===== src/logic/dump_pkg.sv =====
package dump_pkg;

   // stream and field widths
   localparam int word_w = 32;
   localparam int addr_w = 24;
   localparam int len_w  = 16;
   localparam int baud_w = 16;

   // wishbone byte offsets
   localparam logic [3:0] reg_ctrl = 4'h0;  // bit0 start on write, busy on read
   localparam logic [3:0] reg_addr = 4'h4;
   localparam logic [3:0] reg_len  = 4'h8;  // length in 32-bit words
   localparam logic [3:0] reg_baud = 4'hC;  // clk cycles per uart bit

   // standard serial flash read opcode
   localparam logic [7:0] flash_cmd_read = 8'h03;

endpackage

===== src/logic/word_stream_if.sv =====
`timescale 1ns/1ns

interface word_stream_if import dump_pkg::*; ();

   logic              valid;
   logic              ready;
   logic [word_w-1:0] data;
   logic              last;   // final word of the dump

   modport source (
      output valid,
      output data,
      output last,
      input  ready
   );

   modport sink (
      input  valid,
      input  data,
      input  last,
      output ready
   );

endinterface


===== src/logic/flash_dump.sv =====
`timescale 1ns/1ns

module flash_dump import dump_pkg::*; #(
   parameter int spi_div = 2
) (
   input  logic        clk,
   input  logic        rst,
   input  logic        wb_cyc,
   input  logic        wb_stb,
   input  logic        wb_we,
   input  logic [3:0]  wb_adr,
   input  logic [31:0] wb_dat_w,
   output logic [31:0] wb_dat_r,
   output logic        wb_ack,
   output logic        spi_sck,
   output logic        spi_ss,
   output logic        spi_mosi,
   input  logic        spi_miso,
   output logic        uart_tx
);

   logic              start_pulse;
   logic [addr_w-1:0] start_addr;
   logic [len_w-1:0]  word_count;
   logic [baud_w-1:0] baud_div;
   logic              reader_busy;
   logic              done_pulse;
   logic [7:0]        tx_byte;
   logic              tx_start;
   logic              tx_busy;

   word_stream_if ws ();

   dump_regs u_regs (
      .clk(clk), .rst(rst),
      .wb_cyc(wb_cyc), .wb_stb(wb_stb), .wb_we(wb_we), .wb_adr(wb_adr),
      .wb_dat_w(wb_dat_w), .wb_dat_r(wb_dat_r), .wb_ack(wb_ack),
      .start_pulse(start_pulse), .start_addr(start_addr), .word_count(word_count),
      .baud_div(baud_div), .reader_busy(reader_busy), .done_pulse(done_pulse)
   );

   spi_flash_reader #(.spi_div(spi_div)) u_reader (
      .clk(clk), .rst(rst),
      .start_pulse(start_pulse), .start_addr(start_addr), .word_count(word_count),
      .busy(reader_busy),
      .spi_sck(spi_sck), .spi_ss(spi_ss), .spi_mosi(spi_mosi), .spi_miso(spi_miso),
      .out_s(ws.source)
   );

   byte_sequencer u_seq (
      .clk(clk), .rst(rst),
      .in_s(ws.sink),
      .tx_byte(tx_byte), .tx_start(tx_start), .tx_busy(tx_busy),
      .done_pulse(done_pulse)
   );

   uart_tx u_tx (
      .clk(clk), .rst(rst),
      .baud_div(baud_div), .tx_byte(tx_byte), .tx_start(tx_start),
      .tx_busy(tx_busy), .uart_tx(uart_tx)
   );

endmodule


===== src/logic/uart_tx.sv =====
`timescale 1ns/1ns

module uart_tx import dump_pkg::*; (
   input  logic              clk,
   input  logic              rst,
   input  logic [baud_w-1:0] baud_div,
   input  logic [7:0]        tx_byte,
   input  logic              tx_start,
   output logic              tx_busy,
   output logic              uart_tx
);

   logic [baud_w-1:0] div_cnt;
   logic [3:0]        bit_idx;   // 0 start, 1..8 data, 9 stop
   logic [8:0]        sh;
   logic              bit_end;

   // a divisor of 0 behaves as 1
   assign bit_end = (({1'b0, div_cnt} + 1'b1) >= {1'b0, baud_div});

   always_ff @(posedge clk) begin
      if (rst) begin
         tx_busy <= 1'b0;
         uart_tx <= 1'b1;
         div_cnt <= '0;
         bit_idx <= '0;
      end else if (!tx_busy) begin
         if (tx_start) begin
            sh      <= {1'b1, tx_byte};
            uart_tx <= 1'b0;          // start bit
            tx_busy <= 1'b1;
            div_cnt <= '0;
            bit_idx <= '0;
         end
      end else if (bit_end) begin
         div_cnt <= '0;
         if (bit_idx == 4'd9) begin
            tx_busy <= 1'b0;          // stop bit done
         end else begin
            uart_tx <= sh[0];
            sh      <= {1'b1, sh[8:1]};
            bit_idx <= bit_idx + 1'b1;
         end
      end else begin
         div_cnt <= div_cnt + 1'b1;
      end
   end

endmodule


===== src/logic/byte_sequencer.sv =====
`timescale 1ns/1ns

module byte_sequencer import dump_pkg::*; (
   input  logic        clk,
   input  logic        rst,
   word_stream_if.sink in_s,
   output logic [7:0]  tx_byte,
   output logic        tx_start,
   input  logic        tx_busy,
   output logic        done_pulse
);

   logic [word_w-1:0] word;
   logic [1:0]        idx;       // next byte counted from the low end
   logic              full;
   logic              last_w;
   logic              wait_busy; // tx_busy rises a cycle after tx_start

   assign in_s.ready = ~full;

   always_ff @(posedge clk) begin
      if (rst) begin
         full       <= 1'b0;
         idx        <= '0;
         last_w     <= 1'b0;
         wait_busy  <= 1'b0;
         tx_start   <= 1'b0;
         done_pulse <= 1'b0;
      end else begin
         tx_start   <= 1'b0;
         done_pulse <= 1'b0;
         if (tx_busy) begin
            wait_busy <= 1'b0;
         end
         if (in_s.valid && !full) begin
            word   <= in_s.data;
            last_w <= in_s.last;
            idx    <= '0;
            full   <= 1'b1;
         end else if (full && !tx_busy && !wait_busy) begin
            tx_byte   <= word[{idx, 3'b000} +: 8];
            tx_start  <= 1'b1;
            wait_busy <= 1'b1;
            idx       <= idx + 1'b1;
            if (idx == 2'd3) begin
               full       <= 1'b0;
               done_pulse <= last_w;
            end
         end
      end
   end

endmodule


===== src/logic/spi_flash_reader.sv =====
`timescale 1ns/1ns

module spi_flash_reader import dump_pkg::*; #(
   parameter int spi_div = 2
) (
   input  logic              clk,
   input  logic              rst,
   input  logic              start_pulse,
   input  logic [addr_w-1:0] start_addr,
   input  logic [len_w-1:0]  word_count,
   output logic              busy,
   output logic              spi_sck,
   output logic              spi_ss,
   output logic              spi_mosi,
   input  logic              spi_miso,
   word_stream_if.source     out_s
);

   localparam int cnt_w = (spi_div > 1) ? $clog2(spi_div) : 1;

   typedef enum logic [2:0] {st_idle, st_cmd, st_addr, st_data, st_fin} state_t;

   state_t            state;
   logic [cnt_w-1:0]  div_cnt;
   logic              tick;
   logic              stall;
   logic              step;
   logic [4:0]        bit_cnt;
   logic [31:0]       tx_sh;
   logic [7:0]        rx_sh;
   logic [7:0]        rx_byte;
   logic [23:0]       rx_word;     // first three bytes of the word
   logic [len_w-1:0]  words_left;

   assign busy     = (state != st_idle);
   assign spi_mosi = tx_sh[31];
   assign tick     = (div_cnt == cnt_w'(spi_div - 1));
   assign rx_byte  = {rx_sh[6:0], spi_miso};

   // hold sck low before the last bit of a word while the stream slot is taken
   assign stall = (state == st_data) && !spi_sck && (bit_cnt == 5'd31) &&
                  out_s.valid && !out_s.ready;
   assign step  = tick && !stall;

   always_ff @(posedge clk) begin
      if (rst) begin
         state       <= st_idle;
         div_cnt     <= '0;
         spi_sck     <= 1'b0;
         spi_ss      <= 1'b1;
         bit_cnt     <= '0;
         tx_sh       <= '0;
         words_left  <= '0;
         out_s.valid <= 1'b0;
      end else begin
         if (out_s.valid && out_s.ready) begin
            out_s.valid <= 1'b0;
         end

         if (state == st_idle || step) begin
            div_cnt <= '0;
         end else if (!tick) begin
            div_cnt <= div_cnt + 1'b1;
         end

         case (state)
            st_idle: begin
               if (start_pulse) begin
                  tx_sh      <= {flash_cmd_read, start_addr};
                  words_left <= word_count;
                  bit_cnt    <= '0;
                  state      <= st_cmd;
               end
            end
            st_fin: begin
               if (step) begin
                  spi_ss <= 1'b1;
                  state  <= st_idle;
               end
            end
            default: begin
               if (step) begin
                  if (spi_ss) begin
                     spi_ss <= 1'b0;   // first command bit already on mosi
                  end else if (!spi_sck) begin
                     // rising edge samples miso
                     spi_sck <= 1'b1;
                     bit_cnt <= bit_cnt + 1'b1;
                     if (state == st_data) begin
                        rx_sh <= rx_byte;
                        if (bit_cnt[2:0] == 3'd7) begin
                           rx_word <= {rx_byte, rx_word[23:8]};   // little endian
                        end
                        if (bit_cnt == 5'd31) begin
                           out_s.data  <= {rx_byte, rx_word};
                           out_s.last  <= (words_left == len_w'(1));
                           out_s.valid <= 1'b1;
                           words_left  <= words_left - 1'b1;
                        end
                     end
                  end else begin
                     // falling edge shifts the next mosi bit
                     spi_sck <= 1'b0;
                     tx_sh   <= {tx_sh[30:0], 1'b0};
                     if (state == st_cmd && bit_cnt == 5'd8) begin
                        state <= st_addr;
                     end
                     if (state == st_addr && bit_cnt == 5'd0) begin
                        state <= st_data;
                     end
                     if (state == st_data && bit_cnt == 5'd0 && words_left == '0) begin
                        state <= st_fin;
                     end
                  end
               end
            end
         endcase
      end
   end

   sck_idle_low: assert property (@(posedge clk) disable iff (rst)
      spi_ss |-> !spi_sck);

endmodule


===== src/logic/dump_regs.sv =====
`timescale 1ns/1ns

module dump_regs import dump_pkg::*; (
   input  logic              clk,
   input  logic              rst,
   input  logic              wb_cyc,
   input  logic              wb_stb,
   input  logic              wb_we,
   input  logic [3:0]        wb_adr,
   input  logic [31:0]       wb_dat_w,
   output logic [31:0]       wb_dat_r,
   output logic              wb_ack,
   output logic              start_pulse,
   output logic [addr_w-1:0] start_addr,
   output logic [len_w-1:0]  word_count,
   output logic [baud_w-1:0] baud_div,
   input  logic              reader_busy,
   input  logic              done_pulse
);

   logic req;
   logic busy;
   logic can_start;

   assign req = wb_cyc & wb_stb & ~wb_ack;  // ack drops while stb is still up
   assign can_start = ~busy & ~reader_busy & (word_count != '0);

   always_ff @(posedge clk) begin
      if (rst) begin
         wb_ack      <= 1'b0;
         start_pulse <= 1'b0;
         busy        <= 1'b0;
         start_addr  <= '0;
         word_count  <= '0;
         baud_div    <= 16'd16;
      end else begin
         wb_ack      <= req;
         start_pulse <= 1'b0;
         if (req && wb_we) begin
            case (wb_adr)
               reg_ctrl: start_pulse <= wb_dat_w[0] & can_start;
               reg_addr: start_addr  <= wb_dat_w[addr_w-1:0];
               reg_len:  word_count  <= wb_dat_w[len_w-1:0];
               reg_baud: baud_div    <= wb_dat_w[baud_w-1:0];
               default: ;
            endcase
         end
         if (start_pulse) begin
            busy <= 1'b1;
         end else if (done_pulse) begin
            busy <= 1'b0;   // last byte handed to the uart
         end
      end
   end

   // read data valid on the ack cycle
   always_ff @(posedge clk) begin
      if (req) begin
         case (wb_adr)
            reg_ctrl: wb_dat_r <= {31'b0, busy};
            reg_addr: wb_dat_r <= 32'(start_addr);
            reg_len:  wb_dat_r <= 32'(word_count);
            reg_baud: wb_dat_r <= 32'(baud_div);
            default:  wb_dat_r <= '0;
         endcase
      end
   end

   start_taken: assert property (@(posedge clk) disable iff (rst)
      start_pulse |=> reader_busy);   // reader picks up every start

   done_in_dump: assert property (@(posedge clk) disable iff (rst)
      done_pulse |-> busy);   // no done outside a dump

endmodule


===== config.mk =====
export PLATFORM = sky130hd
export DESIGN_NAME = flash_dump
export DESIGN_NICKNAME = d
export VERILOG_FILES = /design/src/logic/dump_pkg.sv /design/src/logic/word_stream_if.sv /design/src/logic/flash_dump.sv /design/src/logic/uart_tx.sv /design/src/logic/byte_sequencer.sv /design/src/logic/spi_flash_reader.sv /design/src/logic/dump_regs.sv
export SDC_FILE = /design/constraint.sdc
export NUM_CORES = 1
export LEC_CHECK = 0
export BUFFER_PORTS_ARGS = -buffer_cell sky130_fd_sc_hd__buf_2
export CAP_MARGIN = 20
export CORE_ASPECT_RATIO = 1.5
export CORE_MARGIN = 2
export CORE_UTILIZATION = 61
export CTS_CLUSTER_SIZE = 20
export DETAILED_ROUTE_END_ITERATION = 8
export PLACE_DENSITY_LB_ADDON = 0.15
export SLEW_MARGIN = 20
export SYNTH_ARGS = -nofsm -noshare
export SYNTH_HDL_FRONTEND = slang
export SYNTH_HIERARCHICAL = 1
export SYNTH_SLANG_ARGS = --single-unit

===== constraint.sdc =====
create_clock -name clk -period 3.7 [get_ports clk]
set_input_delay 0.185 -clock clk [delete_from_list [all_inputs] [get_ports clk]]
set_output_delay 0.185 -clock clk [all_outputs]
set_load 0.005 [all_outputs]

==> summary.txt <==
STA
  – Unrepaired setup endpoints after global routing: no
  – Max-slew violations: 0
  – Worst Tran Pin Value: roughly 1.1 ns
  – Max Freq: ~0.30 GHz
  – Setup TNS: 0 ns
  – Final setup violation count: 0
  – Slew Limit Headroom: between 20% and 30%
  – Hold Vio Cnt, Final: 0
  – Final Cycle Share: 90.24%
  – Clock skew: 0.008074 ns
  – Final Critical Period: about 3.3 ns

Power
  – LEAKAGE: about 5 nW
  – Sw frac: around a fifth
  – Worst IR Drop VDD: 0.4149 mV
  – Net Sw Power: around 1.2 mW
  – Int Pwr: between 4 and 5 mW
  – Combinational cell fraction of total power: under 10%
  – Power Density: roughly 450 nW/um^2
  – Clk network pwr share: a little over two fifths
  – Reg power frac: a little over half

Final layout
  – N_diodes: 0
  – Layout Area Growth over Synthesis: 11.64%
  – Share of post-route cells with drive strength above 1: between 10% and 20%
  – Design area: between 10000 and 15000 um^2
  – Layout Nets: between 1000 and 1500
  – Number of fill cells: about 1500
  – Register Area: around 7000 um^2
  – Fin util: a little over two thirds
  – Multi-input logic area: around 4800 um^2

CTS
  – Clk_lat worst skew: about 0.53 ns
  – Post-CTS sizing: 0
  – H-tree Lvls: 1
  – CTS tree: done
  – CTS clock-pin slew for the worst setup and hold paths: approximately 0.060 ns
  – Deepest clock path buffer count: 3
  – CTS root buffer: clkbuf_16
  – # Post-CTS Setup Buffers: 0
  – Clock sinks: between 200 and 300
  – TritonCTS Buffers: 26

Die
  – Vert. Die Dim: approximately 180 um
  – Core area: between 15000 and 20000 um^2
  – Initial Utilization: 62.29%
  – Cell Rows: 63
  – Ports: between 70 and 80
  – Die ar.: ~21000 um^2
  – Die X: approximately 120 um

Global routing
  – Global-route wire length before repair: 39770 um
  – Number of global-route vias before repair: around 8000
  – Overflow after GRT: 0
  – Largest net degree at the start of global routing: 110
  – GRT Util Overall: ~23%
  – Initial antenna violation count: 0

Hold path
  – Hold path cells: 3
  – WHS Endpoint: u_regs/start_addr[13]$_SDFFE_PP0P_
  – Hold crit path type: in -> reg
  – Min-delay src: wb_dat_w[13]

Place
  – IO buf count: 62
  – Area after DPL: approximately 13000 um^2
  – Routability Congestion: 0.8295
  – Dpl hpwl: roughly 16000 um

Logic synthesis
  – Largest cells by area after synthesis: edfxtp_1 (33%), dfxtp_1 (24%), mux2i_1 (4.0%)
  – Yosys reg bits: about 280
  – Share of the synthesized area in the top cell type: between 30% and 40%
  – Count of flip-flops with a built-in enable after synthesis: about 140
  – Avg Cell Area, Syn: 11.49 um^2
  – Sequential fraction of the synthesis area: 56.95%
  – Synth Instances: approximately 1100
  – Async SR Flop Fraction: 0%
  – Number of synthesis warnings: 6
  – Synth cell types: 77
  – Mapped Area: 12370 um^2
  – Cell taking the most area after synthesis: edfxtp_1
  – Main synth FF type: dfxtp_1

Critical path
  – Reg-to-reg slack, setup: 0.36 ns
  – Worst Path Required: between 3 and 4 ns
  – Max FO, Critical Path: 8
  – R2R depth: 14
  – Critical path capture point type: flip-flop
  – Worst R2R Start: u_tx/div_cnt[0]$_SDFFE_PP0P_
  – Critical path arrival: ~3.6 ns
  – Startpoint class of the critical path: flip-flop
  – CP Class: reg -> reg
  – RR Endpoint: u_tx/sh[4]$_DFFE_PP_

Run
  – Max-Cap Viols: 0

Route
  – Total Wirelength: about 25000 um
  – Final ANT Viol Nets: 0
  – 1st-pass router iterations: 5
  – DR WL/cell: around 17 um
  – Vias per inst: ~5.8
  – DRC viols: 0
  – DR vias: 8144
  – Initial drt markers: ~550

Outcome
  – Status: finished clean
[synthesized netlist by cell type, drive strengths merged, types with 23 or more instances]
cell type and instances:
edfxtp 136, nand3 24, nand2b 79, clkbuf 36, nor3 23, ha 27, dfxtp 148, nor2 73
a311oi 24, nand2 85, mux2i 50, a21oi 48, buf 35, inv 34, o21ai 28
[repair_timing]
action                     in CTS  in global routing
setup endpoints to repair       0                  0
hold buffers                   18                  0
hold endpoints to repair       26                  0
[flip-flops by register name, indices dropped and copies added, names as in the netlist, 4 cells and up]
name,cells
u_reader/rx_word,24
u_tx/div_cnt,16
u_tx/sh,8
u_regs/baud_div,16
u_tx/bit_idx,4
u_reader/out_s.data,32
u_reader/words_left,16
u_reader/bit_cnt,5
u_seq/tx_byte,8
u_reader/rx_sh,7
u_seq/word,32
u_reader/tx_sh,32
u_regs/word_count,16
u_regs/wb_dat_r,24
u_regs/start_addr,24
[worst max path at each step]
stage | from | endpoint
final | u_tx/div_cnt[0]$_SDFFE_PP0P_ | u_tx/sh[4]$_DFFE_PP_
after global routing | u_tx/div_cnt[0]$_SDFFE_PP0P_ | u_tx/sh[5]$_DFFE_PP_
after CTS | u_tx/div_cnt[0]$_SDFFE_PP0P_ | u_tx/sh[4]$_DFFE_PP_
after detailed placement | u_tx/div_cnt[0]$_SDFFE_PP0P_ | u_tx/sh[2]$_DFFE_PP_
after global placement | u_tx/div_cnt[0]$_SDFFE_PP0P_ | u_tx/sh[7]$_SDFFCE_PP1P_
after floorplan | u_reader/bit_cnt[0]$_SDFFE_PP0P_ | u_reader/out_s.data[0]$_DFFE_PP_
[power by group through the flow]
stage / Sequential [mW] / Combinational (mW) / Clock [mW]
floorplan: 3.37 / 0.122 / 0
global placement: 3.37 / 0.173 / 0
detailed placement: 3.37 / 0.175 / 0
CTS: 3.30 / 0.190 / 2.75
global route: 3.31 / 0.208 / 2.86
finish: 3.30 / 0.191 / 2.69
[stage by stage]
step	cells	hold WS (ns)	total power [mW]	setup slack [ns]
after floorplan	1084	0.2541	3.490	0.4068
after global placement	1348	0.3974	3.546	0.4291
after detailed placement	1348	0.3940	3.549	0.3875
after CTS	1414	0.005877	6.243	0.3763
after global routing	1414	0.02680	6.376	0.1694
final	1414	0.02152	6.188	0.3610
[cell usage in the layout (no fill, tap or decap), types with 6 or more instances in the layout]
cell           instances
a21oi_1               47
a22oi_1               18
a311oi_1              24
a31oi_1                7
a32o_1                12
and2_1                15
buf_2                 61
buf_4                 14
clkbuf_1               6
clkbuf_16             28
conb_1                 8
dfxtp_1              148
dlygate4sd3_1         18
edfxtp_1             136
ha_1                  27
inv_1                 35
mux2_2                22
mux2i_1               50
mux4_2                 8
nand2_1               84
nand2b_1              79
nand3_1               23
nand4_1               10
nand4b_1              11
nor2_1                71
nor3_1                20
nor4_1                12
o21ai_0               13
o21ai_1               15
or2_2                  7
or3_1                  7
xnor2_1               10
xor2_1                 6
[logic make-up after synthesis]
group / after synthesis / synth area share, %
buffers and inverters: 106 / 4.439
AND/OR/NAND/NOR: 387 / 17.11
flip-flops: 284 / 56.95
AO/OA/AOI/OAI: 175 / 9.890
other: 1 / 0.03031
multiplexers: 81 / 7.716
adder cells (fa/ha/maj): 27 / 2.730
XOR/XNOR: 16 / 1.133
[critical path, stage by stage (launching register included)]
cell and delay (ns):
dfxtp_1 0.41, ha_1 0.26, nand3_2 0.16, nor2_1 0.23, and3_1 0.20, xor2_1 0.20, ha_1 0.28, a211o_1 0.26
a21oi_1 0.15, o21ai_1 0.11, a211oi_2 0.25, buf_4 0.19, a21o_1 0.13, nor2_1 0.04, buf_4 0.20
[metal layers]
layer	share of wire [%]	wire length, um	vias up	global-route usage, %
li1	-	-	4025	-
met3	3.4	845	42	2.494
met1	42	10300	3910	28.06
met4	2.7	658	0	7.655
met5	0	0	-	0
met2	52	12740	167	42.07
[cell type report]
| class | instances | share of cell area (%) |
|---|---|---|
| well taps | 260 | 2.355 |
| clock buffers | 37 | 5.534 |
| clock inverters | 11 | 0.7609 |
| flip-flops and latches | 284 | 51.01 |
| inverters | 34 | 0.9239 |
| repair buffers | 94 | 4.420 |
| multi-input cells | 694 | 34.99 |
Power figures use the tool's default switching activity.
